$ cat config.mk
export PLATFORM = sky130hd
export DESIGN_NAME = dtlb_flat
export DESIGN_NICKNAME = d
export VERILOG_FILES = /design/src/source/vm_pkg.sv /design/src/source/tlb_fill_if.sv /design/src/source/dtlb.sv /design/src/flat_wrapper.sv
export VERILOG_INCLUDE_DIRS = /design/src /design/src/source
export SDC_FILE = /design/constraint.sdc
export NUM_CORES = 1
export LEC_CHECK = 0
export BUFFER_PORTS_ARGS = -buffer_cell sky130_fd_sc_hd__buf_2
export CAP_MARGIN = 10
export CORE_UTILIZATION = 41
export CTS_CLUSTER_SIZE = 8
export DETAILED_ROUTE_END_ITERATION = 6
export PLACE_DENSITY = 0.57
export SLEW_MARGIN = 0
export SYNTH_ARGS = -nofsm -noshare
export SYNTH_HDL_FRONTEND = slang
export SYNTH_SLANG_ARGS = --single-unit
$ cat constraint.sdc
create_clock -name clk_i -period 2.29 [get_ports clk_i]
set_clock_uncertainty 0.1 [all_clocks]
set_input_delay 0.458 -clock clk_i [delete_from_list [all_inputs] [get_ports clk_i]]
set_output_delay 0.458 -clock clk_i [all_outputs]
set_load 0.03 [all_outputs]
$ cat src/source/mem_macros.svh
/* Memory unit widths and sizes */

`ifndef MEM_MACROS_SVH
`define MEM_MACROS_SVH

// Address split
`define VADDR_WIDTH 16
`define PADDR_WIDTH 12
`define PAGE_OFFSET_WIDTH 8
`define VTAG_WIDTH 8
`define PTAG_WIDTH 4

// Data path
`define DATA_WIDTH 32

// Storage
`define DTLB_ENTRIES 4
`define DMEM_WORDS 1024

`endif

$ cat src/source/vm_pkg.sv
/* Page table and TLB types */

`include "mem_macros.svh"

package vm_pkg;

  // PTE bit positions
  localparam int unsigned pte_v_bit   = 0;
  localparam int unsigned pte_r_bit   = 1;
  localparam int unsigned pte_w_bit   = 2;
  localparam int unsigned pte_ppn_lsb = 4;

  typedef struct packed {
    logic [`DATA_WIDTH-9:0] rsvd_hi;
    logic [`PTAG_WIDTH-1:0] ppn;
    logic                   rsvd;
    logic                   w;
    logic                   r;
    logic                   v;
  } pte_s;

  typedef struct packed {
    logic [`PTAG_WIDTH-1:0] ptag;
    logic                   r;
    logic                   w;
  } tlb_entry_s;

endpackage

$ cat src/source/tlb_fill_if.sv
/* TLB fill path */

`timescale 1ns/1ps
`include "mem_macros.svh"

interface tlb_fill_if;
  import vm_pkg::*;

  logic                   w_v;
  logic [`VTAG_WIDTH-1:0] vtag;
  tlb_entry_s             entry;
  // Set when the walk was for the instruction side
  logic                   itlb_not_dtlb;

  modport walker (
    output w_v, vtag, entry, itlb_not_dtlb
  );

  modport tlb (
    input w_v, vtag, entry, itlb_not_dtlb
  );

endinterface

$ cat src/source/dtlb.sv
/* Fully associative data TLB */

`timescale 1ns/1ps
`include "mem_macros.svh"

module dtlb (
  input  logic                     clk_i
  , input  logic                   reset_i
  , input  logic                   flush_i
  , input  logic [`VTAG_WIDTH-1:0] vtag_i
  , output logic                   hit_o
  , output vm_pkg::tlb_entry_s     entry_o
  , tlb_fill_if.tlb                fill
);
  import vm_pkg::*;

  localparam int unsigned idx_width = $clog2(`DTLB_ENTRIES);

  logic [`DTLB_ENTRIES-1:0] valid_q;
  logic [`VTAG_WIDTH-1:0]   vtag_q [`DTLB_ENTRIES];
  tlb_entry_s               entry_q [`DTLB_ENTRIES];
  logic [idx_width-1:0]     rr_ptr_q;
  logic                     write;

  assign write = fill.w_v & ~fill.itlb_not_dtlb;

  always_comb begin
    hit_o   = 1'b0;
    entry_o = '0;
    for (int i = 0; i < `DTLB_ENTRIES; i++) begin
      if (valid_q[i] && (vtag_q[i] == vtag_i)) begin
        hit_o   = 1'b1;
        entry_o = entry_q[i];
      end
    end
  end

  // Flush takes precedence over a fill in the same cycle
  always_ff @(posedge clk_i) begin
    if (reset_i) begin
      valid_q  <= '0;
      rr_ptr_q <= '0;
    end else if (flush_i) begin
      valid_q <= '0;
    end else if (write) begin
      valid_q[rr_ptr_q] <= 1'b1;
      rr_ptr_q          <= rr_ptr_q + 1'b1;
    end
  end

  always_ff @(posedge clk_i) begin
    if (write) begin
      vtag_q[rr_ptr_q]  <= fill.vtag;
      entry_q[rr_ptr_q] <= fill.entry;
    end
  end

endmodule

$ cat src/flat_wrapper.sv
// flat-port wrapper written by rule: the top's interface ports become plain ports
module dtlb_flat import vm_pkg::*;
  (clk_i, reset_i, flush_i, vtag_i, hit_o, entry_o, fill_w_v, fill_vtag, fill_entry, fill_itlb_not_dtlb);
  tlb_fill_if fill_i ();
  input  logic clk_i;
  input  logic reset_i;
  input  logic flush_i;
  input  logic [`VTAG_WIDTH-1:0] vtag_i;
  output logic hit_o;
  output vm_pkg::tlb_entry_s entry_o;
  input wire logic [$bits(fill_i.w_v)-1:0] fill_w_v;
  input wire logic [$bits(fill_i.vtag)-1:0] fill_vtag;
  input wire logic [$bits(fill_i.entry)-1:0] fill_entry;
  input wire logic [$bits(fill_i.itlb_not_dtlb)-1:0] fill_itlb_not_dtlb;
  assign fill_i.w_v = fill_w_v;
  assign fill_i.vtag = fill_vtag;
  assign fill_i.entry = fill_entry;
  assign fill_i.itlb_not_dtlb = fill_itlb_not_dtlb;
  dtlb u_core (.clk_i(clk_i), .reset_i(reset_i), .flush_i(flush_i), .vtag_i(vtag_i), .hit_o(hit_o), .entry_o(entry_o), .fill(fill_i));
endmodule
After elaboration in Yosys (flattened, before gate mapping) --
Memory sizes are Yosys's and may differ from the RTL's. Cells that the tools add are included.
Word-level totals: bits in registers 6, bits in writable memories 56, input bits 27, output and inout port bits 7, word-level logic and storage cells 34, memories 2
Cells by class: add/sub/neg operators 1, $lt $le $gt $ge 2, equal/unequal tests 4, mux-type cells 12, bitwise logic cells 4, reductions and logical operators 7
Memory list:
- u_core.vtag_q | words 4, bits a word 8, rd ports 4, clocked after Yosys merged registers in 0, wr ports 1, RTL line dtlb.sv:20 | logic [`VTAG_WIDTH-1:0] vtag_q [`DTLB_ENTRIES];
- u_core.entry_q | words 4, bits a word 6, rd ports 4, clocked after Yosys merged registers in 0, wr ports 1, RTL line dtlb.sv:21 | tlb_entry_s entry_q [`DTLB_ENTRIES];
Operators by type and width (number):
- == test 8 bit | 4
- two-way mux 6 bit | 4
- two-way mux 1 bit | 7
- logical AND 1 bit | 5
- bitwise OR 4 bit | 1
- less-than comparator 2 x 3 -> 1 bit, second input constant | 1
- adder 2 x 1 -> 2 bit, second input constant | 1
- demux 1 bit (select 2 bit) | 1
- greater-or-equal comparator 2 x 1 -> 1 bit, second input constant | 1
- inverter 1 bit | 2
- AND reduction 2 bit | 1
- OR reduction 2 bit | 1
- bitwise AND 1 bit | 1

Depth between registers and ports, before layout --
word-level depth 6, gate-level depth with buffers 6, gate-level depth less buffers 5

Worst setup path after synthesis --
Ideal clock, no wire load.
path kind input to output, start point in vtag_i[5], end point out entry_o[0] in the netlist's numbering, arrival time 2.150 ns, required time 1.732 ns, slack -0.418 ns, stages on the path 6, path buffers 1, path through xor2_1 -> nor4_4 -> and3_2 -> buf_6 -> nor3_1 -> a211oi_1
RTL lines:
- from (decl) | RTL line flat_wrapper.sv:8 | input logic [`VTAG_WIDTH-1:0] vtag_i;
- to (decl) | RTL line flat_wrapper.sv:10 | output vm_pkg::tlb_entry_s entry_o;

==> results.txt <==
Top sig layer - met4
Antenna Diode Count - 0
PortBufs - 33
Post-synth top flop - edfxtp_1
Failing checks - negative setup slack
Worst Setup End Kind - primary output
Final setup viols - 7
Worst hold path class - in2reg
Post-synth cell types - 31
Post-route cell area - 0.003393 mm^2
Number of global-route vias before repair - 1676
Die H - 82.49 um
# Max-Cap Violations - 0
Max Freq - 374.0 MHz
Reg clk slew, reported paths - 0.07 ns
First-pass GRT wire length - 8556 um
EDFF count, synth - 56
Vias post-DR - 1635
Worst path max stage delay - 0.41 ns
Final WL - 5566 um
Worst slew pin tran - 0.3138 ns
Largest net degree at the start of global routing - 16
Post-DP HPWL - 3934 um
Synth warn - 0
Row count - 28
Flop pwr share - 0.573
Worst VDD drop - 319.9 uV
Initial Util - 0.4358
Most frequent cells in the layout - edfxtp_1, buf_2, buf_4, xnor2_1, xor2_2
Int Power - 1.692 mW
Max-slew headroom - 0.7893
Die area - 0.006805 mm^2
Critical path, cell by cell - xor2_2 > nor4_4 > nand4_2 > a221o_1 > a22o_2 > buf_6
Net Sw Power - 0.5075 mW
DRC - 0
P_leak - 1.173 nW
GRT Total Usage - 0.1832
Gpl congestion - 0.7826
Top post-synthesis cells by area - edfxtp_1, xor2_1, dfxtp_1
Core Region - 0.006096 mm^2
Met3 WL - 308 um
CP Class - reg2out
Clk sinks - 62
Pwr dens - 648.2 mW/mm^2
Period utilisation layout - 1.168
Worst path slowest cell - edfxtp_1
I/O pins - 34
Worst setup SP type - flip-flop
WP data required - 1.73 ns
H-tree depth - 3
Fin. Hold Viols - 0
WL per Instance - 17.73 um
Wire length on met2 - 2694 um
Area growth, synth to finish - 27.74%
Sequential element share of the synthesized area - 0.6783
Antenna violations before repair - 0
Clock network power share - 0.364
Via density - 5.207
Initial DRC Count - 126
Met1 Routed Length - 2497 um
Crit-path max FO - 3
Drt pass-1 iters - 4
Syn Area/Cell - 15.27 um^2
Mapped Area - 0.002656 mm^2
Share of the synthesized area in the top cell type - 0.6331
Final WS setup - -0.3840 ns
Overall Power - 2.200 mW
TritonCTS buffer count - 9
Final Critical Period - 2.674 ns
Post-DP Area - 0.003060 mm^2
Post-Syn Instances - 174
Commonest non-fill, non-tap cell in the layout - edfxtp_1
CP arrival - 2.12 ns
Combinational share of power - 0.062
Hold buffer count at CTS - 0
Worst skew pair latency - 0.33 ns
Synth async-reset ratio - 0
Total gr overflow - 0
Yosys top cell by area - edfxtp_1
Syn nets - 205
Sw Share - 0.2307
Longest Clk Path Bufs - 2
Status - finished with violations
Die Wd - 82.49 um
Layout filler cell count - 531
Yosys reg bits - 62
RSZ-0062 raised after global routing - true
Ratio of cells with drive above 1 in the final layout - 0.4100
Root Buffer - clkbuf_8
Final Max Tran Viols - 0
# nets final - 265
Antenna viol nets, final - 0
CTS tree - yes
-- stage by stage --
step / TNS (ns) / util / cells / setup WS, ns / hold slack, ns
after floorplan: -0.1396 / - / 174 / -0.06170 / 0.3622
after global placement: -1.696 / 0.5021 / 296 / -0.2839 / 0.3755
after detailed placement: -1.717 / 0.5021 / 296 / -0.2918 / 0.3748
after CTS: -2.206 / 0.5458 / 314 / -0.4042 / 0.2195
after global routing: -2.738 / 0.5567 / 314 / -0.4563 / 0.2237
final: -2.157 / 0.5567 / 314 / -0.3840 / 0.2322
-- power groups by stage --
stage / Sequential (mW) / Combinational [mW] / Clock [mW]
5_1_grt: 1.26 / 0.150 / 0.856
2_1_floorplan: 1.28 / 0.0568 / 0
4_1_cts: 1.26 / 0.135 / 0.814
3_3_place_gp: 1.28 / 0.125 / 0
6_report: 1.26 / 0.137 / 0.801
3_5_place_dp: 1.29 / 0.130 / 0
-- critical path, delay by kind of cell, from the launching register on --
family | cells | cell delay, ns
xor+xnor | 1 | 0.18
flops | 1 | 0.41
compound gates | 2 | 0.54
buf+inv | 1 | 0.14
simple gates | 2 | 0.51
-- path summary, 6_finish.rpt --
kind	cells past startpoint	end	slack (ns)	startpoint
hold reg to reg	2	u_core.valid_q[3]$_SDFFE_PP0P_	0.39	u_core.valid_q[3]$_SDFFE_PP0P_
setup / recovery	6	entry_o[4]	-0.38	u_core.vtag_q[1][6]$_DFFE_PP_
setup reg to reg	4	u_core.entry_q[2][4]$_DFFE_PP_	0.92	u_core.rr_ptr_q[0]$_SDFFE_PP0P_
hold / removal	1	u_core.entry_q[0][0]$_DFFE_PP_	0.23	fill_entry[0]
-- flip-flops by register name, summed over array words and instances, names as in the netlist --
name and cells:
u_core.entry_q 24, u_core.valid_q 4, u_core.rr_ptr_q 2, u_core.vtag_q 32
-- synthesized netlist by cell type, types with 2 or more instances --
cell type	number
a211oi_1	6
a21oi_1	5
and2_1	6
buf_6	2
dfxtp_1	6
edfxtp_1	56
ha_1	4
inv_1	3
nand3_1	7
nand4_1	2
nand4b_1	4
nor2_1	7
nor2b_1	4
nor3_1	8
nor3_2	2
nor4_1	2
nor4_4	2
o31ai_1	4
xnor2_1	12
xor2_1	21
-- repair_timing --
action / in CTS / in global routing
cloned: 1 / 0
endpoints found under the setup margin: 7 / 7
pin swaps: 3 / 6
resized for setup: 20 / 13
buffers inserted: 1 / 0
-- per-layer routing --
layer / vias to the layer above / global-route usage
met5: - / 0
met4: 0 / 0.09310
met3: 8 / 0.04615
met2: 43 / 0.2835
met1: 809 / 0.2387
li1: 775 / -
-- area by class of cell --
| class | instances | area, um^2 | area share |
|---|---|---|---|
| multi-input combinational | 107 | 977.2 | 0.2880 |
| clock buffer | 9 | 123.9 | 0.03650 |
| inverter | 3 | 11.26 | 0.003319 |
| timing repair buffer | 51 | 344.1 | 0.1014 |
| tap | 75 | 93.84 | 0.02765 |
| sequential | 62 | 1802 | 0.5310 |
| clock inverter | 7 | 41.29 | 0.01217 |
-- cells by family (layout without fill, tap and decap cells) --
logic type                 count (synthesis)  count (layout)  share of synthesized area
buffers and inverters                      6              70                    0.01460
muxes                                      1               1                   0.003768
xor gates and xnor gates                  33              33                     0.1088
AOI/OAI and AO/OA                         17              17                    0.04475
adders and majority gates                  4               4                    0.01884
and+or+nand+nor                           51              52                     0.1309
DFF                                       62              62                     0.6783
No activity file was read; power rests on OpenSTA's default activity.
