==> config.mk <==
export PLATFORM = sky130hd
export DESIGN_NAME = page_walker_flat
export DESIGN_NICKNAME = d
export VERILOG_FILES = /design/src/source/vm_pkg.sv /design/src/source/tlb_fill_if.sv /design/src/source/page_walker.sv /design/src/flat_wrapper.sv
export VERILOG_INCLUDE_DIRS = /design/src /design/src/source
export SDC_FILE = /design/constraint.sdc
export NUM_CORES = 1
export LEC_CHECK = 0
export ABC_AREA = 1
export BUFFER_PORTS_ARGS = -buffer_cell sky130_fd_sc_hd__buf_2
export CAP_MARGIN = 30
export CELL_PAD_IN_SITES_DETAIL_PLACEMENT = 2
export CELL_PAD_IN_SITES_GLOBAL_PLACEMENT = 2
export CORE_ASPECT_RATIO = 0.6
export CORE_UTILIZATION = 13
export DETAILED_ROUTE_END_ITERATION = 16
export PLACE_DENSITY_LB_ADDON = 0.1
export SLEW_MARGIN = 20
export SYNTH_ARGS = -nofsm -noshare
export SYNTH_HDL_FRONTEND = slang
export SYNTH_SLANG_ARGS = --single-unit
==> constraint.sdc <==
create_clock -name clk_i -period 1.3 [get_ports clk_i]
set_input_delay 0.13 -clock clk_i [delete_from_list [all_inputs] [get_ports clk_i]]
set_output_delay 0.13 -clock clk_i [all_outputs]
set_load 0.01 [all_outputs]
==> src/source/mem_macros.svh <==
/* Memory unit widths and sizes */

`ifndef MEM_MACROS_SVH
`define MEM_MACROS_SVH

// Address split
`define VADDR_WIDTH 16
`define PADDR_WIDTH 12
`define PAGE_OFFSET_WIDTH 8
`define VTAG_WIDTH 8
`define PTAG_WIDTH 4

// Data path
`define DATA_WIDTH 32

// Storage
`define DTLB_ENTRIES 4
`define DMEM_WORDS 1024

`endif

==> src/source/vm_pkg.sv <==
/* Page table and TLB types */

`include "mem_macros.svh"

package vm_pkg;

  // PTE bit positions
  localparam int unsigned pte_v_bit   = 0;
  localparam int unsigned pte_r_bit   = 1;
  localparam int unsigned pte_w_bit   = 2;
  localparam int unsigned pte_ppn_lsb = 4;

  typedef struct packed {
    logic [`DATA_WIDTH-9:0] rsvd_hi;
    logic [`PTAG_WIDTH-1:0] ppn;
    logic                   rsvd;
    logic                   w;
    logic                   r;
    logic                   v;
  } pte_s;

  typedef struct packed {
    logic [`PTAG_WIDTH-1:0] ptag;
    logic                   r;
    logic                   w;
  } tlb_entry_s;

endpackage

==> src/source/tlb_fill_if.sv <==
/* TLB fill path */

`timescale 1ns/1ps
`include "mem_macros.svh"

interface tlb_fill_if;
  import vm_pkg::*;

  logic                   w_v;
  logic [`VTAG_WIDTH-1:0] vtag;
  tlb_entry_s             entry;
  // Set when the walk was for the instruction side
  logic                   itlb_not_dtlb;

  modport walker (
    output w_v, vtag, entry, itlb_not_dtlb
  );

  modport tlb (
    input w_v, vtag, entry, itlb_not_dtlb
  );

endinterface

==> src/source/page_walker.sv <==
/* Single-level page walker */

`timescale 1ns/1ps
`include "mem_macros.svh"

module page_walker (
  input  logic                      clk_i
  , input  logic                    reset_i
  , input  logic                    walk_v_i
  , input  logic [`VTAG_WIDTH-1:0]  walk_vtag_i
  , input  logic                    walk_is_store_i
  , input  logic                    walk_is_fill_i
  , input  logic [`PTAG_WIDTH-1:0]  base_ppn_i
  , input  logic [`DATA_WIDTH-1:0]  pte_data_i
  , output logic                    busy_o
  , output logic                    pte_rd_v_o
  , output logic [`PADDR_WIDTH-3:0] pte_addr_o
  , output logic                    itlb_fill_v_o
  , output logic [`VADDR_WIDTH-1:0] itlb_fill_vaddr_o
  , output logic [`PTAG_WIDTH-1:0]  itlb_fill_ppn_o
  , output logic                    page_fault_v_o
  , output logic [`VADDR_WIDTH-1:0] page_fault_vaddr_o
  , tlb_fill_if.walker              fill
);
  import vm_pkg::*;

  typedef enum logic [1:0] {e_idle, e_read, e_check} state_e;
  typedef enum logic [1:0] {e_walk_load, e_walk_store, e_walk_fill} kind_e;

  state_e                  state_q;
  kind_e                   kind_q;
  logic [`VTAG_WIDTH-1:0]  vtag_q;
  logic [`PADDR_WIDTH-1:0] pte_paddr;
  logic [`VADDR_WIDTH-1:0] page_vaddr;
  logic                    check, leaf_v;
  pte_s                    pte;

  always_ff @(posedge clk_i) begin
    if (reset_i) begin
      state_q <= e_idle;
    end else begin
      case (state_q)
        e_idle:  state_q <= walk_v_i ? e_read : e_idle;
        e_read:  state_q <= e_check;
        default: state_q <= e_idle;
      endcase
    end
  end

  always_ff @(posedge clk_i) begin
    if ((state_q == e_idle) && walk_v_i) begin
      vtag_q <= walk_vtag_i;
      if (walk_is_fill_i) begin
        kind_q <= e_walk_fill;
      end else begin
        kind_q <= walk_is_store_i ? e_walk_store : e_walk_load;
      end
    end
  end

  // PTE sits at base_ppn * 256 + vtag * 4
  assign pte_paddr  = {base_ppn_i, `PAGE_OFFSET_WIDTH'(0)} + `PADDR_WIDTH'({vtag_q, 2'b00});
  assign pte_addr_o = pte_paddr[`PADDR_WIDTH-1:2];
  assign pte_rd_v_o = (state_q == e_read);
  assign busy_o     = (state_q != e_idle);

  assign pte        = pte_s'(pte_data_i);
  assign check      = (state_q == e_check);
  assign leaf_v     = check & pte.v;
  assign page_vaddr = {vtag_q, `PAGE_OFFSET_WIDTH'(0)};

  assign fill.w_v           = leaf_v;
  assign fill.vtag          = vtag_q;
  assign fill.entry         = '{ptag: pte.ppn, r: pte.r, w: pte.w};
  assign fill.itlb_not_dtlb = (kind_q == e_walk_fill);

  assign itlb_fill_v_o      = leaf_v & (kind_q == e_walk_fill);
  assign itlb_fill_vaddr_o  = page_vaddr;
  assign itlb_fill_ppn_o    = pte.ppn;
  assign page_fault_v_o     = check & ~pte.v;
  assign page_fault_vaddr_o = page_vaddr;

endmodule

==> src/flat_wrapper.sv <==
// flat-port wrapper written by rule: the top's interface ports become plain ports
module page_walker_flat import vm_pkg::*;
  (clk_i, reset_i, walk_v_i, walk_vtag_i, walk_is_store_i, walk_is_fill_i, base_ppn_i, pte_data_i, busy_o, pte_rd_v_o, pte_addr_o, itlb_fill_v_o, itlb_fill_vaddr_o, itlb_fill_ppn_o, page_fault_v_o, page_fault_vaddr_o, fill_w_v, fill_vtag, fill_entry, fill_itlb_not_dtlb);
  tlb_fill_if fill_i ();
  input  logic clk_i;
  input  logic reset_i;
  input  logic walk_v_i;
  input  logic [`VTAG_WIDTH-1:0] walk_vtag_i;
  input  logic walk_is_store_i;
  input  logic walk_is_fill_i;
  input  logic [`PTAG_WIDTH-1:0] base_ppn_i;
  input  logic [`DATA_WIDTH-1:0] pte_data_i;
  output logic busy_o;
  output logic pte_rd_v_o;
  output logic [`PADDR_WIDTH-3:0] pte_addr_o;
  output logic itlb_fill_v_o;
  output logic [`VADDR_WIDTH-1:0] itlb_fill_vaddr_o;
  output logic [`PTAG_WIDTH-1:0] itlb_fill_ppn_o;
  output logic page_fault_v_o;
  output logic [`VADDR_WIDTH-1:0] page_fault_vaddr_o;
  output wire logic [$bits(fill_i.w_v)-1:0] fill_w_v;
  output wire logic [$bits(fill_i.vtag)-1:0] fill_vtag;
  output wire logic [$bits(fill_i.entry)-1:0] fill_entry;
  output wire logic [$bits(fill_i.itlb_not_dtlb)-1:0] fill_itlb_not_dtlb;
  assign fill_w_v = fill_i.w_v;
  assign fill_vtag = fill_i.vtag;
  assign fill_entry = fill_i.entry;
  assign fill_itlb_not_dtlb = fill_i.itlb_not_dtlb;
  page_walker u_core (.clk_i(clk_i), .reset_i(reset_i), .walk_v_i(walk_v_i), .walk_vtag_i(walk_vtag_i), .walk_is_store_i(walk_is_store_i), .walk_is_fill_i(walk_is_fill_i), .base_ppn_i(base_ppn_i), .pte_data_i(pte_data_i), .busy_o(busy_o), .pte_rd_v_o(pte_rd_v_o), .pte_addr_o(pte_addr_o), .itlb_fill_v_o(itlb_fill_v_o), .itlb_fill_vaddr_o(itlb_fill_vaddr_o), .itlb_fill_ppn_o(itlb_fill_ppn_o), .page_fault_v_o(page_fault_v_o), .page_fault_vaddr_o(page_fault_vaddr_o), .fill(fill_i));
endmodule
=== Word-level counts from Yosys, hierarchy flattened ===
Cells that the tools add are included.

* Add/subtract/negate cells: 1
* Equality and inequality tests: 3
* Mux-type cells: 3
* Bitwise operators: 4
* Reductions and logical operators: 3

{| class="wikitable"
|+ Operators by type and width
! kind !! count
|-
| $add A12 B10 Y12 || 1
|-
| $eq A2 B2 Y1 const B || 2
|-
| $pmux W2 S2 || 1
|-
| $and A1 B1 Y1 || 3
|-
| $eq A2 B1 Y1 const B || 1
|-
| $logic_not A2 Y1 || 1
|-
| $mux W1 || 2
|-
| $reduce_bool A2 Y1 || 1
|-
| $logic_and A1 B1 Y1 || 1
|-
| $not A1 Y1 || 1
|}

* Flip-flop bits (word level): 12
* Bits of input ports: 49
* Output and inout port bits: 66
* Word-level logic and storage cells: 17

=== Depth between registers and ports, before layout ===
Gate-level depths: netlist of the first run.

* Depth after elaboration: 3
* Depth in mapped cells: 5
* Depth with buffers taken out: 5

=== Worst setup path before layout of the first run ===
OpenSTA, ideal clock, no wires.

* Kind: flip-flop to output port
* Start point: register u_core.vtag_q[6], in the netlist u_core.fill.vtag[6]
* End point: output port pte_addr_o[8]
* Arrival time: 1.312 ns
* Path slack: -0.142 ns
* Stages on the path, launching flop included: 4
* Cells stage by stage: edfxtp_1 > ha_1 > fa_1 > xor2_1

* Word-level cells in the longest chain between the ends: 1

{| class="wikitable"
|+ Ends and longest elaborated chain
! what !! line !! source
|-
| start: declaration || page_walker.sv:32 || <nowiki>logic [`VTAG_WIDTH-1:0] vtag_q;</nowiki>
|-
| start signal: assignment || page_walker.sv:52 || <nowiki>vtag_q <= walk_vtag_i;</nowiki>
|-
| $add A12 B10 Y12 || page_walker.sv:62 || <nowiki>assign pte_paddr = {base_ppn_i, `PAGE_OFFSET_WIDTH'(0)} + `PADDR_WIDTH'({vtag_q, 2'b00});</nowiki>
|-
| end: declaration || flat_wrapper.sv:15 || <nowiki>output logic [`PADDR_WIDTH-3:0] pte_addr_o;</nowiki>
|}

Every way passes these cells.

=== Worst setup path after layout of the first run ===
Same ends and word-level chain as after synthesis.

==> impl_metrics.env, run 1 <==
export IMPL_slowest_delay_ns=0.39
export IMPL_status="complete, but fails checks"
export IMPL_remaining_drc_errors=0
export IMPL_io_buffers=57
export IMPL_fmax_ghz=0.610
export IMPL_leakagePower_nw=0.580
export IMPL_synthAdderAreaFrac_pct=5.09
export IMPL_synth_top_family_by_area="buffers and inverters"
export IMPL_hold_violations=0
export IMPL_synth_seq_cells=12
export IMPL_drv_cap=0
export IMPL_dp_hpwl_um=1750
export IMPL_slowest_stage="edfxtp_1"
export IMPL_area_growth_pct=29.7
export IMPL_routedWlPerCell_um=9.97
export IMPL_die_w_um=108
export IMPL_yosys_warnings=0
export IMPL_cp_max_fo=2
export IMPL_grt_pass1_wl_um=3080
export IMPL_synthXorXnorAreaFrac_pct=0.990
export IMPL_synth_ff_type="edfxtp_1"
export IMPL_antenna_found_initial=0
export IMPL_cts_made_buffers=3
export IMPL_start_util_pct=14.0
export IMPL_final_common_cell="buf_2"
export IMPL_viasPerCell=2.90
export IMPL_core_area_um2=6330
export IMPL_clock_sinks=12
export IMPL_clk_latency_ns=0.24
export IMPL_fin_crit_ns=1.64
export IMPL_cts_root_buffer="clkbuf_16"
export IMPL_diodes=0
export IMPL_synth_compound_area_share_pct=0
export IMPL_grt_usage_pct=5.91
export IMPL_hp_class="in -> reg"
export IMPL_fin_ws_ns=-0.339
export IMPL_fin_cells=208
export IMPL_synth_top_cell_by_area="buf_4"
export IMPL_vias=604
export IMPL_synthSimpleGateAreaFrac_pct=10.9
export IMPL_grt_max_degree=8
export IMPL_synthesis_area_um2=885
export IMPL_muxShareOfSynthArea_pct=0
export IMPL_critical_path_buf_inv_count=1
export IMPL_overflow=0
export IMPL_cts_hold_buffers=0
export IMPL_clock_path_buffers=2
export IMPL_syn_area_per_cell_um2=9.83
export IMPL_fin_skew_ns=0.00174
export IMPL_rsz0062_at_grt="yes"
export IMPL_crit_required_ns=1.17
export IMPL_arrival_ns=1.51
export IMPL_die_area_um2=7150
export IMPL_total_power_mw=1.39
export IMPL_crit_family="adder cells"
export IMPL_synth_area_leaders="buf_4 41%, edfxtp_1 34%, dfxtp_1 4.5%"
export IMPL_finalSetupViolations=3
export IMPL_first_global_vias=646
export IMPL_p_per_area_nw_per_um2=1210
export IMPL_pin_count=115
export IMPL_htree_levels=1
export IMPL_cts_tree="built"
export IMPL_synth_edf_count=10
export IMPL_violations="setup timing"
export IMPL_netlist_instances=90
export IMPL_place_congestion=0.699
export IMPL_peakVddDrop_uv=384
export IMPL_final_nets=177
export IMPL_start_kind="register"
export IMPL_path_class="reg -> out"
export IMPL_ant_nets=0
export IMPL_firstDrtPassIters=2
export IMPL_path_cells="ha_2, fa_2, xor2_2, buf_2"
export IMPL_ys_types=16
export IMPL_layout_common_cells="55 x buf_2, 16 x conb_1, 10 x edfxtp_1"
export IMPL_rows=22
export IMPL_place_inst=202
export IMPL_synth_seq_area_share_pct=38.5
export IMPL_die_y_um=65.9
export IMPL_final_max_slew_viol_count=0
export IMPL_drive_above_1_share_pct=64.5
export IMPL_drt_iter0_drc=12
export IMPL_end_kind="output port"
export IMPL_post_route_period_util_pct=126
export IMPL_synthDominantCellAreaShare_pct=40.7
export IMPL_wirelength_um=2070
export IMPL_clkTransAtPathRegs_ns=0.05
export IMPL_synthArstFlopShare_pct=0
## report_power, final
group          total (mW)  internal (mW)  leakage (nW)  switching (mW)
logic               0.269          0.119         0.423           0.151
registers           0.466          0.447         0.113          0.0187
clock network       0.652          0.467        0.0442           0.185
total                1.39           1.03         0.580           0.355
## synthesized netlist by cell type (2+ instances only)
cell and instances:
inv_1 6, nor3_2 3, nand3_1 3, dfxtp_1 2, buf_4 48, nor2_1 4
inv_2 2, nand2_1 4, ha_1 2, edfxtp_1 10
## timing repair
action | 4_1_cts | 5_1_grt
setup buffers | 2 | 2
pin swaps | 1 | 0
resized for setup | 3 | 1
endpoints found under the hold margin | 0 | 0
setup endpoints to repair | 3 | 6
## state kept, by name, indices dropped and copies added, names as in the netlist
name              cells
u_core.fill.vtag      8
u_core.kind_q         2
u_core.state_q        2
## per-layer routing
| metal | track usage [%] | routed length, µm | share of wire, % | up-vias |
|---|---|---|---|---|
| met2 | 9.81 | 1050 | 50 | 38 |
| met5 | 0 | 0 | 0 | - |
| met1 | 6.62 | 843 | 41 | 280 |
| li1 | - | - | - | 284 |
| met4 | 1.18 | 4 | 0.19 | 0 |
| met3 | 3.35 | 178 | 8.6 | 2 |
## worst reg2reg max path, delay by kind of cell, from the launching register on
family                 cells  cell delay [ns]
buffers and inverters      2             0.27
flip-flops                 1             0.33
AND/OR/NAND/NOR            2             0.19
## logic make-up (layout without fill, tap and decap cells)
kind of cell	after synthesis	in the layout
DFF	12	12
buffers and inverters	56	75
adders and majority gates	3	3
and+or+nand+nor	17	17
xor gates and xnor gates	1	1
other	1	16
## metrics by stage
| stage | cell area, µm² | TNS (ns) | util, % | hold WS (ns) | worst slack (ns) |
|---|---|---|---|---|---|
| 6_report | 1150 | -0.860 | 18.1 | 0.0599 | -0.339 |
| 5_1_grt | 1150 | -1.01 | 18.1 | 0.0511 | -0.392 |
| 4_1_cts | 1140 | -0.903 | 18.0 | 0.0541 | -0.346 |
| 3_5_place_dp | 1020 | -0.217 | 16.0 | 0.260 | -0.115 |
| 3_3_place_gp | 1020 | -0.210 | 16.0 | 0.260 | -0.116 |
| 2_1_floorplan | 956 | -0.0947 | - | 0.201 | -0.0514 |
## layout make-up
class,instances,area (µm²)
Fill cell,748,5180
Inverter,8,30.0
Tap cell,84,105
Multi-Input combinational cell,37,240
Clock buffer,4,88.8
Sequential cell,12,340
Timing Repair Buffer,63,343
## path summary, 6_finish.rpt
path | startpoint | end | slack, ns | cells past startpoint
worst min register to register | u_core.state_q[0] | u_core.state_q[1] | 0.52 | 2
worst max-delay path | u_core.fill.vtag[6] | pte_addr_o[8] | -0.34 | 4
worst max register to register | u_core.state_q[0] | u_core.fill.vtag[2] | 0.22 | 4
worst min-delay path | walk_vtag_i[4] | u_core.fill.vtag[4] | 0.06 | 1
Power figures use the tool's default switching activity.
==> run 2: changes to the inputs <==
--- a/config.mk
+++ b/config.mk
@@ -8,12 +8,13 @@
 export LEC_CHECK = 0
 export ABC_AREA = 1
 export BUFFER_PORTS_ARGS = -buffer_cell sky130_fd_sc_hd__buf_2
-export CAP_MARGIN = 30
-export CELL_PAD_IN_SITES_DETAIL_PLACEMENT = 2
+export CAP_MARGIN = 20
+export CELL_PAD_IN_SITES_DETAIL_PLACEMENT = 1
 export CELL_PAD_IN_SITES_GLOBAL_PLACEMENT = 2
 export CORE_ASPECT_RATIO = 0.6
 export CORE_UTILIZATION = 13
 export DETAILED_ROUTE_END_ITERATION = 16
+export GPL_TIMING_DRIVEN = 0
 export PLACE_DENSITY_LB_ADDON = 0.1
 export SLEW_MARGIN = 20
 export SYNTH_ARGS = -nofsm -noshare
==> impl_metrics.env, run 2 (synthesized netlist as in run 1, its figures left out) <==
export IMPL_fin_cells=263
export IMPL_total_power_mw=1.51
export IMPL_clock_sinks=12
export IMPL_cts_tree="built"
export IMPL_stdcell_area_um2=1550
export IMPL_place_inst=256
export IMPL_leakagePower_nw=0.846
export IMPL_cts_hold_buffers=0
export IMPL_firstDrtPassIters=3
export IMPL_die_area_um2=7150
export IMPL_diodes=0
export IMPL_grt_max_degree=11
export IMPL_internal_power_mw=1.13
export IMPL_hp_class="in -> reg"
export IMPL_p_per_area_nw_per_um2=972
export IMPL_finalSetupViolations=3
export IMPL_peakVddDrop_uv=509
export IMPL_drv_cap=0
export IMPL_p_sw_mw=0.376
export IMPL_path_class="reg -> out"
export IMPL_path_cells="ha_4, fa_2, xor2_2, buf_2"
export IMPL_slowest_delay_ns=0.42
export IMPL_crit_required_ns=1.17
export IMPL_overflow=0
export IMPL_fmax_ghz=0.600
export IMPL_fin_crit_ns=1.67
export IMPL_grt_usage_pct=6.44
export IMPL_final_nets=232
export IMPL_start_kind="register"
export IMPL_layout_common_cells="66 x buf_2, 51 x buf_4, 16 x conb_1"
export IMPL_end_kind="output port"
export IMPL_p_comb_share_pct=26.8
export IMPL_place_area_um2=1400
export IMPL_hold_ws_ns=0.0660
export IMPL_violations="setup timing"
export IMPL_antenna_found_initial=0
export IMPL_ant_nets=0
export IMPL_largest_reg_flops=8
export IMPL_die_w_um=108
export IMPL_remaining_drc_errors=0
export IMPL_power_frac_seq_pct=31.2
export IMPL_area_growth_pct=75.4
export IMPL_pin_count=115
export IMPL_cts_root_buffer="clkbuf_16"
export IMPL_cts_made_buffers=3
export IMPL_die_y_um=65.9
export IMPL_htree_levels=1
export IMPL_p_clk_share_pct=42.0
export IMPL_vias=788
export IMPL_switching_share_pct=24.9
export IMPL_final_common_cell="buf_2"
export IMPL_slowest_stage="edfxtp_1"
export IMPL_rsz0062_at_grt="yes"
export IMPL_fin_ws_ns=-0.366
export IMPL_routedWlPerCell_um=9.19
export IMPL_utilization_pct=24.5
export IMPL_start_util_pct=14.0
export IMPL_wirelength_um=2420
export IMPL_drt_iter0_drc=12
export IMPL_dp_hpwl_um=2070
export IMPL_first_global_vias=714
export IMPL_viasPerCell=3.00
export IMPL_grt_pass1_wl_um=3460
export IMPL_dp_slack_ns=-0.175
export IMPL_fin_skew_ns=0.000579
export IMPL_final_max_slew_viol_count=0
export IMPL_tns_ns=-0.909
export IMPL_hold_violations=0
export IMPL_core_area_um2=6330
export IMPL_clock_path_buffers=2
export IMPL_io_buffers=67
export IMPL_drive_above_1_share_pct=76.5
export IMPL_post_route_period_util_pct=128
export IMPL_rows=22
export IMPL_clk_latency_ns=0.24
export IMPL_status="complete, but fails checks"
export IMPL_place_congestion=0.651
export IMPL_clkTransAtPathRegs_ns=0.05
export IMPL_cp_max_fo=2
export IMPL_arrival_ns=1.54
[run 2: layout make-up]
type / instances / area, µm²
timing repair buffer: 70 / 364
fill: 769 / 4780
tap: 84 / 105
clock buffer: 4 / 88.8
sequential: 12 / 340
inverter: 8 / 30.0
buffer: 48 / 360
multi-input combinational: 37 / 263
[run 2: what timing repair did]
item,4_1_cts,5_1_grt
endpoints found under the setup margin,13,3
pin swaps,4,7
setup buffers,3,0
gates cloned,0,0
resized for setup,3,4
[run 2: worst max-delay path, delay by kind of cell, from the launching register on]
kind | cells | cell delay, ns
buffers and inverters | 1 | 0.14
flip-flops | 1 | 0.42
XOR/XNOR | 1 | 0.18
adder cells (fa/ha/maj) | 2 | 0.55
[run 2: worst paths after layout]
| path | start | slack [ns] | endpoint | cells after the start |
|---|---|---|---|---|
| worst max-delay path | u_core.fill.vtag[6] | -0.37 | pte_addr_o[8] | 4 |
| worst min-delay path | walk_vtag_i[0] | 0.07 | u_core.fill.vtag[0] | 1 |
| worst max register to register | u_core.state_q[1] | 0.16 | u_core.fill.vtag[1] | 3 |
| worst min register to register | u_core.state_q[0] | 0.51 | u_core.state_q[1] | 2 |
[run 2: power groups by stage]
| stage | Sequential (mW) | Combinational [mW] | Clock (mW) |
|---|---|---|---|
| 6_report | 0.470 | 0.404 | 0.633 |
| 5_1_grt | 0.474 | 0.444 | 0.680 |
| 4_1_cts | 0.470 | 0.400 | 0.661 |
| 3_5_place_dp | 0.478 | 0.377 | 0 |
| 3_3_place_gp | 0.475 | 0.371 | 0 |
| 2_1_floorplan | 0.481 | 0.233 | 0 |
[run 2: metal layers]
layer	up-vias	GRT usage [%]	wire length, µm
li1	396	-	-
met1	353	7.39	949
met3	0	3.25	241
met5	-	0	0
met4	0	0	0
met2	39	11.4	1230
