## config.mk

```make
export PLATFORM = sky130hd
export DESIGN_NAME = mmu_cmd_decode
export DESIGN_NICKNAME = d
export VERILOG_FILES = /design/src/source/mmu_pkg.sv /design/src/source/vm_pkg.sv /design/src/source/mmu_cmd_decode.sv
export VERILOG_INCLUDE_DIRS = /design/src /design/src/source
export SDC_FILE = /design/constraint.sdc
export NUM_CORES = 1
export LEC_CHECK = 0
export BUFFER_PORTS_ARGS = -buffer_cell sky130_fd_sc_hd__buf_2
export CELL_PAD_IN_SITES_DETAIL_PLACEMENT = 0
export CELL_PAD_IN_SITES_GLOBAL_PLACEMENT = 1
export CORE_MARGIN = 2
export CORE_UTILIZATION = 23
export DETAILED_ROUTE_END_ITERATION = 12
export GPL_ROUTABILITY_DRIVEN = 0
export HOLD_SLACK_MARGIN = 0.03
export PLACE_DENSITY_LB_ADDON = 0.1
export SKIP_LAST_GASP = 1
export SLEW_MARGIN = 0
export SYNTH_ARGS = -nofsm -noshare
export SYNTH_HDL_FRONTEND = slang
export SYNTH_SLANG_ARGS = --single-unit
```

## constraint.sdc

```tcl
create_clock -name clk_i -period 1.6 [get_ports clk_i]
set_input_delay 0.16 -clock clk_i [delete_from_list [all_inputs] [get_ports clk_i]]
set_output_delay 0.16 -clock clk_i [all_outputs]
set_load 0.05 [all_outputs]
```

## src/source/mem_macros.svh

```systemverilog
/* Memory unit widths and sizes */

`ifndef MEM_MACROS_SVH
`define MEM_MACROS_SVH

// Address split
`define VADDR_WIDTH 16
`define PADDR_WIDTH 12
`define PAGE_OFFSET_WIDTH 8
`define VTAG_WIDTH 8
`define PTAG_WIDTH 4

// Data path
`define DATA_WIDTH 32

// Storage
`define DTLB_ENTRIES 4
`define DMEM_WORDS 1024

`endif

```

## src/source/mmu_pkg.sv

```systemverilog
/* Memory command and response types */

`include "mem_macros.svh"

package mmu_pkg;

  typedef enum logic [2:0] {
    e_lw,
    e_lbu,
    e_sw,
    e_sb,
    e_itlb_fill
  } mem_op_e;

  typedef struct packed {
    mem_op_e                 op;
    logic [`VADDR_WIDTH-1:0] vaddr;
    logic [`DATA_WIDTH-1:0]  data;
  } mmu_cmd_s;

  // Decoded operation carried to the result stage
  typedef struct packed {
    logic       is_load;
    logic       is_store;
    logic       is_byte;
    logic       is_fill;
    logic [1:0] byte_off;
  } op_dec_s;

  typedef struct packed {
    logic [`DATA_WIDTH-1:0] data;
    logic                   miss_v;
    logic                   exc_v;
  } mem_resp_s;

endpackage

```

## src/source/vm_pkg.sv

```systemverilog
/* Page table and TLB types */

`include "mem_macros.svh"

package vm_pkg;

  // PTE bit positions
  localparam int unsigned pte_v_bit   = 0;
  localparam int unsigned pte_r_bit   = 1;
  localparam int unsigned pte_w_bit   = 2;
  localparam int unsigned pte_ppn_lsb = 4;

  typedef struct packed {
    logic [`DATA_WIDTH-9:0] rsvd_hi;
    logic [`PTAG_WIDTH-1:0] ppn;
    logic                   rsvd;
    logic                   w;
    logic                   r;
    logic                   v;
  } pte_s;

  typedef struct packed {
    logic [`PTAG_WIDTH-1:0] ptag;
    logic                   r;
    logic                   w;
  } tlb_entry_s;

endpackage

```

## src/source/mmu_cmd_decode.sv

```systemverilog
/* Command decode and translation */

`timescale 1ns/1ps
`include "mem_macros.svh"

module mmu_cmd_decode (
  input  logic                       clk_i
  , input  logic                     reset_i
  , input  logic                     cmd_v_i
  , input  mmu_pkg::mmu_cmd_s        cmd_i
  , input  logic                     busy_i
  , input  logic                     translation_en_i
  , input  logic                     lookup_hit_i
  , input  vm_pkg::tlb_entry_s       lookup_entry_i
  , output logic [`VTAG_WIDTH-1:0]   lookup_vtag_o
  , output logic                     dmem_v_o
  , output logic                     dmem_we_o
  , output logic [`PADDR_WIDTH-3:0]  dmem_addr_o
  , output logic [`DATA_WIDTH-1:0]   dmem_wdata_o
  , output logic [`DATA_WIDTH/8-1:0] dmem_mask_o
  , output logic                     walk_v_o
  , output logic [`VTAG_WIDTH-1:0]   walk_vtag_o
  , output logic                     walk_is_store_o
  , output logic                     walk_is_fill_o
  , output logic                     stage_v_o
  , output mmu_pkg::op_dec_s         stage_dec_o
  , output logic                     stage_miss_o
  , output logic                     stage_exc_o
);
  import mmu_pkg::*;

  op_dec_s                 dec, dec_q;
  logic                    accept, miss, exc;
  logic                    stage_v_q, miss_q, exc_q;
  logic [`PADDR_WIDTH-1:0] paddr;
  logic [`VTAG_WIDTH-1:0]  vtag_q;

  assign accept        = cmd_v_i & ~busy_i;
  assign lookup_vtag_o = cmd_i.vaddr[`VADDR_WIDTH-1 -: `VTAG_WIDTH];

  always_comb begin
    dec          = '0;
    dec.byte_off = cmd_i.vaddr[1:0];
    case (cmd_i.op)
      e_lw: dec.is_load = 1'b1;
      e_lbu: begin
        dec.is_load = 1'b1;
        dec.is_byte = 1'b1;
      end
      e_sw: dec.is_store = 1'b1;
      e_sb: begin
        dec.is_store = 1'b1;
        dec.is_byte  = 1'b1;
      end
      e_itlb_fill: dec.is_fill = 1'b1;
      default: dec.is_fill = 1'b0;
    endcase
  end

  always_comb begin
    if (translation_en_i) begin
      paddr = {lookup_entry_i.ptag, cmd_i.vaddr[`PAGE_OFFSET_WIDTH-1:0]};
      miss  = ~lookup_hit_i & ~dec.is_fill;
      exc   = lookup_hit_i & ((dec.is_load & ~lookup_entry_i.r)
                            | (dec.is_store & ~lookup_entry_i.w));
    end else begin
      paddr = cmd_i.vaddr[`PADDR_WIDTH-1:0];
      miss  = 1'b0;
      exc   = 1'b0;
    end
  end

  // Only permitted hits reach the memory
  assign dmem_v_o     = accept & (dec.is_load | dec.is_store) & ~miss & ~exc;
  assign dmem_we_o    = dec.is_store;
  assign dmem_addr_o  = paddr[`PADDR_WIDTH-1:2];
  assign dmem_wdata_o = dec.is_byte ? {(`DATA_WIDTH/8){cmd_i.data[7:0]}} : cmd_i.data;
  assign dmem_mask_o  = dec.is_byte ? (`DATA_WIDTH/8)'(1) << dec.byte_off : '1;

  always_ff @(posedge clk_i) begin
    if (reset_i) begin
      stage_v_q <= 1'b0;
    end else begin
      stage_v_q <= accept;
    end
  end

  always_ff @(posedge clk_i) begin
    if (accept) begin
      dec_q  <= dec;
      miss_q <= miss;
      exc_q  <= exc;
      vtag_q <= lookup_vtag_o;
    end
  end

  // Walk request leaves from the registered stage
  assign walk_v_o        = stage_v_q & (miss_q | dec_q.is_fill);
  assign walk_vtag_o     = vtag_q;
  assign walk_is_store_o = dec_q.is_store;
  assign walk_is_fill_o  = dec_q.is_fill;

  assign stage_v_o    = stage_v_q;
  assign stage_dec_o  = dec_q;
  assign stage_miss_o = miss_q;
  assign stage_exc_o  = exc_q;

endmodule

```

After elaboration in Yosys (flattened, before gate mapping)
Index checks and enable logic that the tools add are counted.
Word-level totals
  bits in registers: 17
  bits of input ports: 63
  output and inout port bits: 76
  logic and storage cells: 46
Cells by class
  eq/ne operators: 4
  shift-type cells: 1
  mux-type cells: 9
  bitwise operators: 19
  reductions and logical operators: 4
Operator list (number)
  32-bit two-way mux: 1
  12-bit two-way mux: 1
  1-bit bitwise AND: 9
  1-bit inverter: 7
  3-bit by 2-bit == test with 1-bit output (second input constant): 2
  1-bit two-way mux: 6
  2-bit OR reduction: 3
  4-bit two-way mux: 1
  1-bit by 2-bit << shifter with 4-bit output (first input constant): 1
  3-bit by 1-bit == test with 1-bit output (second input constant): 1
  3-bit == test (second input constant): 1
  3-bit logical NOT: 1
  1-bit bitwise OR: 3

Depth between registers and ports, before layout
Gate-level depths: netlist of the first run.
  depth after elaboration: 9
  gate-level depth with buffers: 5
  depth with buffers taken out: 3

Worst setup path after synthesis of the first run
OpenSTA, ideal clock, no wires.
  path type: input to output
  start point: input port cmd_v_i
  end point: output port dmem_v_o
  data arrival time: 1.611 ns
  required time: 1.440 ns
  path slack: -0.171 ns
  cell stages on the path: 2
  buffers on the path: 0
  cells stage by stage: nor2b_1 -> o2111a_1
Between the ends
  longest elaborated chain between the ends: 4
RTL lines
  start: declaration: RTL line mmu_cmd_decode.sv:9  | , input logic cmd_v_i
  1-bit bitwise AND: RTL line mmu_cmd_decode.sv:38  | assign accept = cmd_v_i & ~busy_i;
  1-bit bitwise AND (3 in series): RTL line mmu_cmd_decode.sv:74  | assign dmem_v_o = accept & (dec.is_load | dec.is_store) & ~miss & ~exc;
  end: declaration: RTL line mmu_cmd_decode.sv:16  | , output logic dmem_v_o
No other way between the ends.

Worst setup path in the final report of the first run
  start point: input port cmd_i[50] in the netlist's numbering
  end point: output port dmem_wdata_o[14]
Between the ends
  longest elaborated chain between the ends: 4
  elaborated cells between the ends (all ways): 5
  those cells by class: 2 x eq/ne; 2 x mux; 1 x reduce/logical
RTL lines
  start: declaration: RTL line mmu_cmd_decode.sv:10  | , input mmu_pkg::mmu_cmd_s cmd_i
  3-bit by 2-bit == test with 1-bit output or 3-bit by 1-bit == test with 1-bit output (tied branches): RTL line mmu_cmd_decode.sv:44  | case (cmd_i.op)
  2-bit OR reduction (no line) (*)
  1-bit two-way mux (*): RTL line mmu_cmd_decode.sv:44
  32-bit two-way mux (*): RTL line mmu_cmd_decode.sv:77  | assign dmem_wdata_o = dec.is_byte ? {(`DATA_WIDTH/8){cmd_i.data[7:0]}} : cmd_i.data;
  end: declaration: RTL line mmu_cmd_decode.sv:19  | , output logic [`DATA_WIDTH-1:0] dmem_wdata_o
Mark *: on every way between the ends. The rest lies on a longest branch, timed or not.

==> flow_summary.toml, run 1 <==
[drt]
ant_nets = 0
dr.pass1.iters = 4
wirelength_mm = 3.214
via_per_inst = 3.896
drcViolationCount = 0
vias = 1048
routedWlPerCell_um = 11.95
drt_iter0_markers = 34

[clock_network]
cts.htree.levels = 1
cts_tree = "done"
cts_made_buffers = 3
cts-resized-gates = 0
cts.sinks = 17
cts-hold-fix-buffers = 0
clock_path_buffers = 2
clkTransAtPathRegs_ns = 0.06
cts_root_buf = "clkbuf_8"
post_cts_buffers = 0

[synth]
yosysUniqueCellTypes = 19
synth_warnings = 0
synth_area_leaders = "edfxtp_1 (38%), mux2_4 (23%), buf_4 (14%)"
seq_area_frac_synth_pct = 40.08
synth_nets = 156
syn_inst = 93
syn_area_sq_um = 1249
synth_top_area_share_pct = 38.48
ys_seq_elements = 17
yosys.area.top_type = "edfxtp_1"
syn_area_per_cell_sq_um = 13.43

[hold_path]
whs_path_depth = 2
hold_path.class = "input pin to register"

[cells_and_area]
diodes = 0
drive_gt1_share_pct = 82.41
num-fill-cells = 527
utilization_pct = 35.15
area_delta_synth_final_pct = 45.59
nets = 263
stdcell_count = 269
final_area_sq_um = 1818

[global_route]
antenna_found_initial = 0
grt_pass1_vias = 1031
grt_pass1_wl_mm = 5.023
grtUsageTotal_pct = 10.13
grt.overflow.total = 0
grt_max_degree = 16

[timing]
finalHoldViolCount = 0
fin_tns_setup_ns = 0
fin_ws_ns = 0.1867
hold_ws_ns = 0.06480
setup_viol = 0
rsz0062_at_grt = "no"
fin_crit_sh_pct = 88.33
max_freq_ghz = 0.7076
drv_slew = 0
slew_headroom_pct = 78.65
fin_crit_ns = 1.413
tightest_slew_ns = 0.3195

[worst_setup_path]
crit_path_start = "cmd_i[50]"
cp_max_fo = 13
path_class = "input pin to output port"
crit_arrival_ns = 1.25
timing.critical_path.to = "dmem_wdata_o[14]"
cp-end-kind = "output port"
required_ns = 1.44
start_kind = "input pin"

[status]
status = "finished, final reports clean"

[floorplan]
core_area_sq_um = 5172
die_h_um = 77.68
num_io_pins = 139
dieArea_sq_um = 6034
row_count = 26
die_w_um = 77.68
start_util_pct = 24.14

[job]
cap_violations = 0

[pwr]
powerDensity_nw_per_um2 = 873.5
vdd_drop_max_mv = 0.2979
fin_total_pwr_mw = 1.588
leakage_nw = 0.9602

[place]
dp_cells = 265
dp_hpwl_mm = 2.735
placed_area_sq_um = 1773
dp_slack_ns = 0.1697
numPortBuffers = 126
## how the worst min path moves through the flow
stage | end | slack [ns] | startpoint
6_report | stage_v_o$_SDFF_PP0_ | 0.06 | reset_i
5_1_grt | stage_v_o$_SDFF_PP0_ | 0.07 | reset_i
4_1_cts | stage_v_o$_SDFF_PP0_ | 0.06 | reset_i
3_5_place_dp | stage_v_o$_SDFF_PP0_ | 0.32 | reset_i
3_3_place_gp | dmem_addr_o[2] | 0.32 | cmd_i[36]
2_1_floorplan | stage_v_o$_SDFF_PP0_ | 0.23 | reset_i
## flip-flops by register name, indices dropped and copies added (netlist names)
| name | cells |
|---|---|
| walk_is_fill_o | 1 |
| stage_dec_o | 4 |
| stage_exc_o | 1 |
| walk_is_store_o | 1 |
| stage_miss_o | 1 |
| stage_v_o | 1 |
| walk_vtag_o | 8 |
## cells in the final DEF, fill, tap and decap left out, types with 2 or more instances in the layout
cell      netlist  layout
inv_1           4       4
clkbuf_8        0       3
nor2_1          2       2
mux2_2         10      10
mux2_4         19      19
buf_4          24       2
edfxtp_1       16      16
o21ai_0         4       4
buf_2           0     126
## cells by family (layout without fill, tap and decap cells)
kind of cell / after synthesis / in the layout / share of synthesized area (%)
buf+inv: 31 / 137 / 19.74
compound gates: 6 / 6 / 3.106
simple gates: 10 / 10 / 5.210
mux: 29 / 29 / 31.86
flops: 17 / 17 / 40.08
## cell type report
class / instances / area, sq um / area share, %
clock buffers: 4 / 45.04 / 2.478
inverters: 4 / 15.01 / 0.8259
multi-input cells: 45 / 504.2 / 27.74
flip-flops and latches: 17 / 500.5 / 27.53
well taps: 70 / 87.58 / 4.818
repair buffers: 129 / 665.6 / 36.61
## power by group
part | switching [mW] | internal (mW)
Sequential | 0.00772 | 0.518
Clock | 0.131 | 0.176
Combinational | 0.538 | 0.216
Total | 0.678 | 0.910
## worst max-delay path: stages
cell	delay, ns
buf_2	0.13
nand2b_4	0.26
buf_12	0.18
mux2_4	0.30
buf_2	0.21
## cells in the mapped netlist
library cell / instances
nor3_1: 1
buf_6: 1
o21ai_0: 4
o2111a_1: 1
buf_4: 24
inv_1: 4
edfxtp_1: 16
mux2_4: 19
nor3b_1: 1
nand2b_4: 1
nand2_1: 1
mux2_2: 10
nand2b_1: 1
dfxtp_1: 1
nor2b_1: 2
o21a_1: 1
buf_12: 2
and2b_2: 1
nor2_1: 2
## routing by layer
| layer | share of wire [%] | track usage, % |
|---|---|---|
| met1 | 41 | 12.46 |
| met4 | 0.90 | 3.750 |
| met5 | 0 | 0 |
| met3 | 8.2 | 1.279 |
| met2 | 50 | 17.93 |
(Power assumes the default switching activity.)
==> run 2, diff against run 1 <==
Settings changed: CORE_UTILIZATION 23 to 21.
Clock period 1.6 ns to 1.2 ns, I/O delays scaled along.
==> flow_summary.toml, run 2 (synthesized netlist as in run 1, its figures left out) <==
[timing]
fin_crit_sh_pct = 99.26
fin_tns_setup_ns = 0
fin_ws_ns = 0.008908
setup_viol = 0
hold_ws_ns = 0.05780
finalHoldViolCount = 0
drv_slew = 0
rsz0062_at_grt = "yes"
slew_headroom_pct = 79.14
fin_crit_ns = 1.191
tightest_slew_ns = 0.3122
max_freq_ghz = 0.8396

[drt]
ant_nets = 0
vias = 1079
wirelength_mm = 3.194
via_per_inst = 3.854
drt_iter0_markers = 18
drcViolationCount = 0
dr.pass1.iters = 2
routedWlPerCell_um = 11.41

[floorplan]
die_w_um = 81.11
start_util_pct = 21.47
num_io_pins = 139
dieArea_sq_um = 6579
core_area_sq_um = 5816
row_count = 28
die_h_um = 81.11

[worst_setup_path]
crit_arrival_ns = 1.07
cp_num_buf_inv = 3
path_class = "input pin to output port"
required_ns = 1.08
critical-path-top-delay-family = "buffers and inverters"
path_cells = "buf_2 > nand2b_4 > clkbuf_16 > mux2_4 > buf_2"
cp_max_fo = 8
critPathMaxStageDelay_ns = 0.29
worstSetupPathDepth = 5
timing.critical_path.to = "dmem_wdata_o[19]"
start_kind = "input pin"
crit_top_cell = "buf_2"
cp-end-kind = "output port"
worst_path_max_delay_cell = "mux2_4"
crit_path_start = "cmd_i[50]"

[global_route]
top_usage_layer = "met2"
antenna_found_initial = 0
grt_pass1_wl_mm = 4.243
grt_use_met3_pct = 3.889
gr-usage-met1_pct = 8.231
grt_pass1_vias = 939
grt_max_degree = 18
grtUsageTotal_pct = 8.228
grt.overflow.total = 0
globalRouteMet2Util_pct = 15.87

[cells_and_area]
multi_input_area_sq_um = 505.5
mostFrequentLayoutCell = "buf_2"
num-fill-cells = 621
drive_gt1_share_pct = 83.41
area_delta_synth_final_pct = 55.11
diodes = 0
largest_reg_flops = 8
seq_area_sq_um = 500.5
final_cell_mix = "buf_2 (111), mux2_4 (19), buf_4 (19), edfxtp_1 (16), mux2_2 (10)"
nets = 269

[hold_path]
hold_path.class = "input pin to register"

[place]
numPortBuffers = 126
dp_slack_ns = 0.001404
dp_hpwl_mm = 2.686

[pwr]
vdd_drop_max_mv = 0.5302
powerDensity_nw_per_um2 = 1128
fin_total_pwr_mw = 2.184
leakage_nw = 1.014

[clock_network]
clock_path_buffers = 2
cts_root_buf = "clkbuf_8"
clkTransAtPathRegs_ns = 0.08
cts.htree.levels = 1
cts_made_buffers = 3
cts_tree = "done"
cts.sinks = 17

[job]
cap_violations = 0

[status]
status = "finished, final reports clean"
-- run 2: cell types whose count changed in the layout (fill, tap and decap cells not counted), moves of 2 or more --
cell | previous run | this run
buf_2 | 126 | 111
buf_4 | 2 | 19
buf_6 | 0 | 2
o21ai_1 | 0 | 2
o21ai_0 | 4 | 2
-- run 2: where the power goes --
part           switching (mW)  total [mW]  internal [mW]  leakage [nW]
sequential             0.0111       0.702          0.691         0.154
clock                   0.200       0.430          0.230        0.0255
combinational           0.720        1.05          0.332         0.835
total                   0.931        2.18           1.25          1.01
-- run 2: how the worst min path moves through the flow --
stage	cells after the start	end	startpoint
global placement	0	dmem_addr_o[0]	cmd_i[34]
CTS	1	walk_vtag_o[1]$_DFFE_PN_	cmd_i[41]
detailed placement	0	dmem_addr_o[0]	cmd_i[34]
floorplan	1	stage_v_o$_SDFF_PP0_	reset_i
global route	1	walk_vtag_o[1]$_DFFE_PN_	cmd_i[41]
finish	1	walk_vtag_o[1]$_DFFE_PN_	cmd_i[41]
-- run 2: timing repair --
action	CTS	global route
setup endpoints to repair	1	7
hold buffers	1	0
gates resized for setup	1	30
cloned	0	1
buffers inserted	1	0
hold endpoints to repair	1	0
-- run 2: cell type report --
| type | count | area share [%] |
|---|---|---|
| repair buffers | 135 | 40.05 |
| multi-input cells | 45 | 26.10 |
| flip-flops and latches | 17 | 25.84 |
| well taps | 75 | 4.845 |
| clock buffers | 3 | 2.132 |
| inverters | 4 | 0.7752 |
| clock inverters | 1 | 0.2584 |
-- run 2: layer usage --
metal  part of all wire [%]  vias up  wire, um
li1                       -      530         -
met1                     35      487      1131
met2                     54       58      1718
met3                     11        4       336
met4                   0.19        0         6
met5                      0        -         0
-- run 2: per-stage QoR --
step	instances	util, %	area (sq um)
6_report	280	33.30	1937
5_1_grt	280	33.30	1937
4_1_cts	279	32.14	1869
3_5_place_dp	273	31.00	1803
3_3_place_gp	273	31.00	1803
2_1_floorplan	93	-	1252
==> run 3, diff against run 2 <==
Settings changed: CORE_ASPECT_RATIO from default to 1.4, SETUP_SLACK_MARGIN from default to 0.02.
==> flow_summary.toml, run 3 (synthesized netlist as in run 1, its figures left out) <==
[global_route]
grt_pass1_wl_mm = 4.685
grtUsageTotal_pct = 8.910
grt.overflow.total = 0
grt_max_degree = 14
grt_pass1_vias = 1096
antenna_found_initial = 0

[pwr]
vdd_drop_max_mv = 0.2847
power_switching_mw = 0.9351
p_int_mw = 1.331
leakage_nw = 1.076
pwr-share-clk_pct = 18.5
p_sw_share_pct = 41.26
powerDensity_nw_per_um2 = 1080
p_seq_share_pct = 31.0
comb_power_share_pct = 50.5

[status]
status = "finished, final reports clean"

[worst_setup_path]
crit_arrival_ns = 1.05
cp_max_fo = 6
cp-end-kind = "output port"
path_class = "input pin to output port"
crit_path_start = "cmd_i[50]"
start_kind = "input pin"
required_ns = 1.08

[drt]
wirelength_mm = 3.357
via_per_inst = 4.051
vias = 1122
ant_nets = 0
drcViolationCount = 0
drt_iter0_markers = 23
dr.pass1.iters = 3
routedWlPerCell_um = 12.12

[timing]
finalHoldViolCount = 0
fin_crit_ns = 1.173
rsz0062_at_grt = "yes"
drv_slew = 0
max_freq_ghz = 0.8524
tightest_slew_ns = 0.2937
fin_crit_sh_pct = 97.76
setup_viol = 0
fin_tns_setup_ns = 0
slew_headroom_pct = 80.38

[floorplan]
num_io_pins = 139
die_w_um = 69.17
row_count = 33
die_h_um = 95.24
start_util_pct = 21.45
dieArea_sq_um = 6588
core_area_sq_um = 5822

[clock_network]
clkTransAtPathRegs_ns = 0.06
cts.htree.levels = 1
clock_path_buffers = 2
cts.sinks = 17
cts_root_buf = "clkbuf_8"
cts_made_buffers = 3
cts_tree = "done"

[hold_path]
hold_path.class = "input pin to register"
hp-start = "cmd_i[44]"

[cells_and_area]
final_cell_mix = "buf_2 (99), buf_6 (25), mux2_4 (19), edfxtp_1 (16), mux2_2 (10)"
largest_reg_flops = 8
stdcell_count = 277
mostFrequentLayoutCell = "buf_2"
drive_gt1_share_pct = 83.57
area_delta_synth_final_pct = 68.04
nets = 271
diodes = 0

[place]
dp_cells = 268
dp_hpwl_mm = 2.698
numPortBuffers = 126

[job]
cap_violations = 0
run 3: cell count changes in the layout (fill, tap and decap cells not counted), sizes merged:
cell / before / now
clkbuf: 4 / 6
buf: 133 / 134
clkinv: 1 / 0
run 3: cell type report:
cell class | instances | area, sq um
clock buffer | 4 | 45.04
fill | 598 | 3724
inverter | 4 | 15.01
multi-input combinational | 45 | 505.5
sequential | 17 | 500.5
tap | 70 | 87.58
timing repair buffer | 137 | 944.7
run 3: timing repair:
action | CTS | global route
endpoints found under the setup margin | 9 | 25
pin swaps | 0 | 0
setup buffers | 0 | 2
hold buffers | 1 | 0
endpoints found under the hold margin | 1 | 0
resized for setup | 10 | 61
gates cloned | 0 | 2
run 3: final timing paths:
kind                                        to  slack, ns  cells after the start
worst max-delay path          dmem_wdata_o[24]       0.03                      5
worst min-delay path  walk_vtag_o[4]$_DFFE_PN_       0.06                      1
run 3: critical path: stages:
cell       delay, ns
buf_6           0.09
nand2b_4        0.19
clkbuf_16       0.19
mux2_4          0.31
buf_8           0.15
run 3: power groups by stage:
| stage | registers [mW] | logic, mW | clock network, mW |
|---|---|---|---|
| after floorplan | 0.849 | 0.722 | 0 |
| after global placement | 0.713 | 1.02 | 0 |
| after detailed placement | 0.716 | 1.03 | 0 |
| after CTS | 0.703 | 1.05 | 0.438 |
| after global routing | 0.705 | 1.20 | 0.455 |
| final | 0.702 | 1.15 | 0.419 |
run 3: per-layer routing:
metal	GRT usage (%)	share of wire (%)	vias to the layer above
li1	-	-	531
met1	8.215	31	493
met2	17.55	55	87
met3	2.537	12	11
met4	4.739	2.3	0
met5	0	0	-
run 3: through the flow:
step	util, %	total power, mW	worst slack, ns	instance area (sq um)	hold slack (ns)
2_1_floorplan	-	1.570	-0.1660	1252	0.1916
3_3_place_gp	31.08	1.735	0.009356	1809	0.2403
3_5_place_dp	31.08	1.741	0.01593	1809	0.2403
4_1_cts	32.47	2.186	0.02024	1891	0.05927
5_1_grt	36.04	2.355	-0.005852	2098	0.05740
6_report	36.04	2.266	0.02691	2098	0.06188
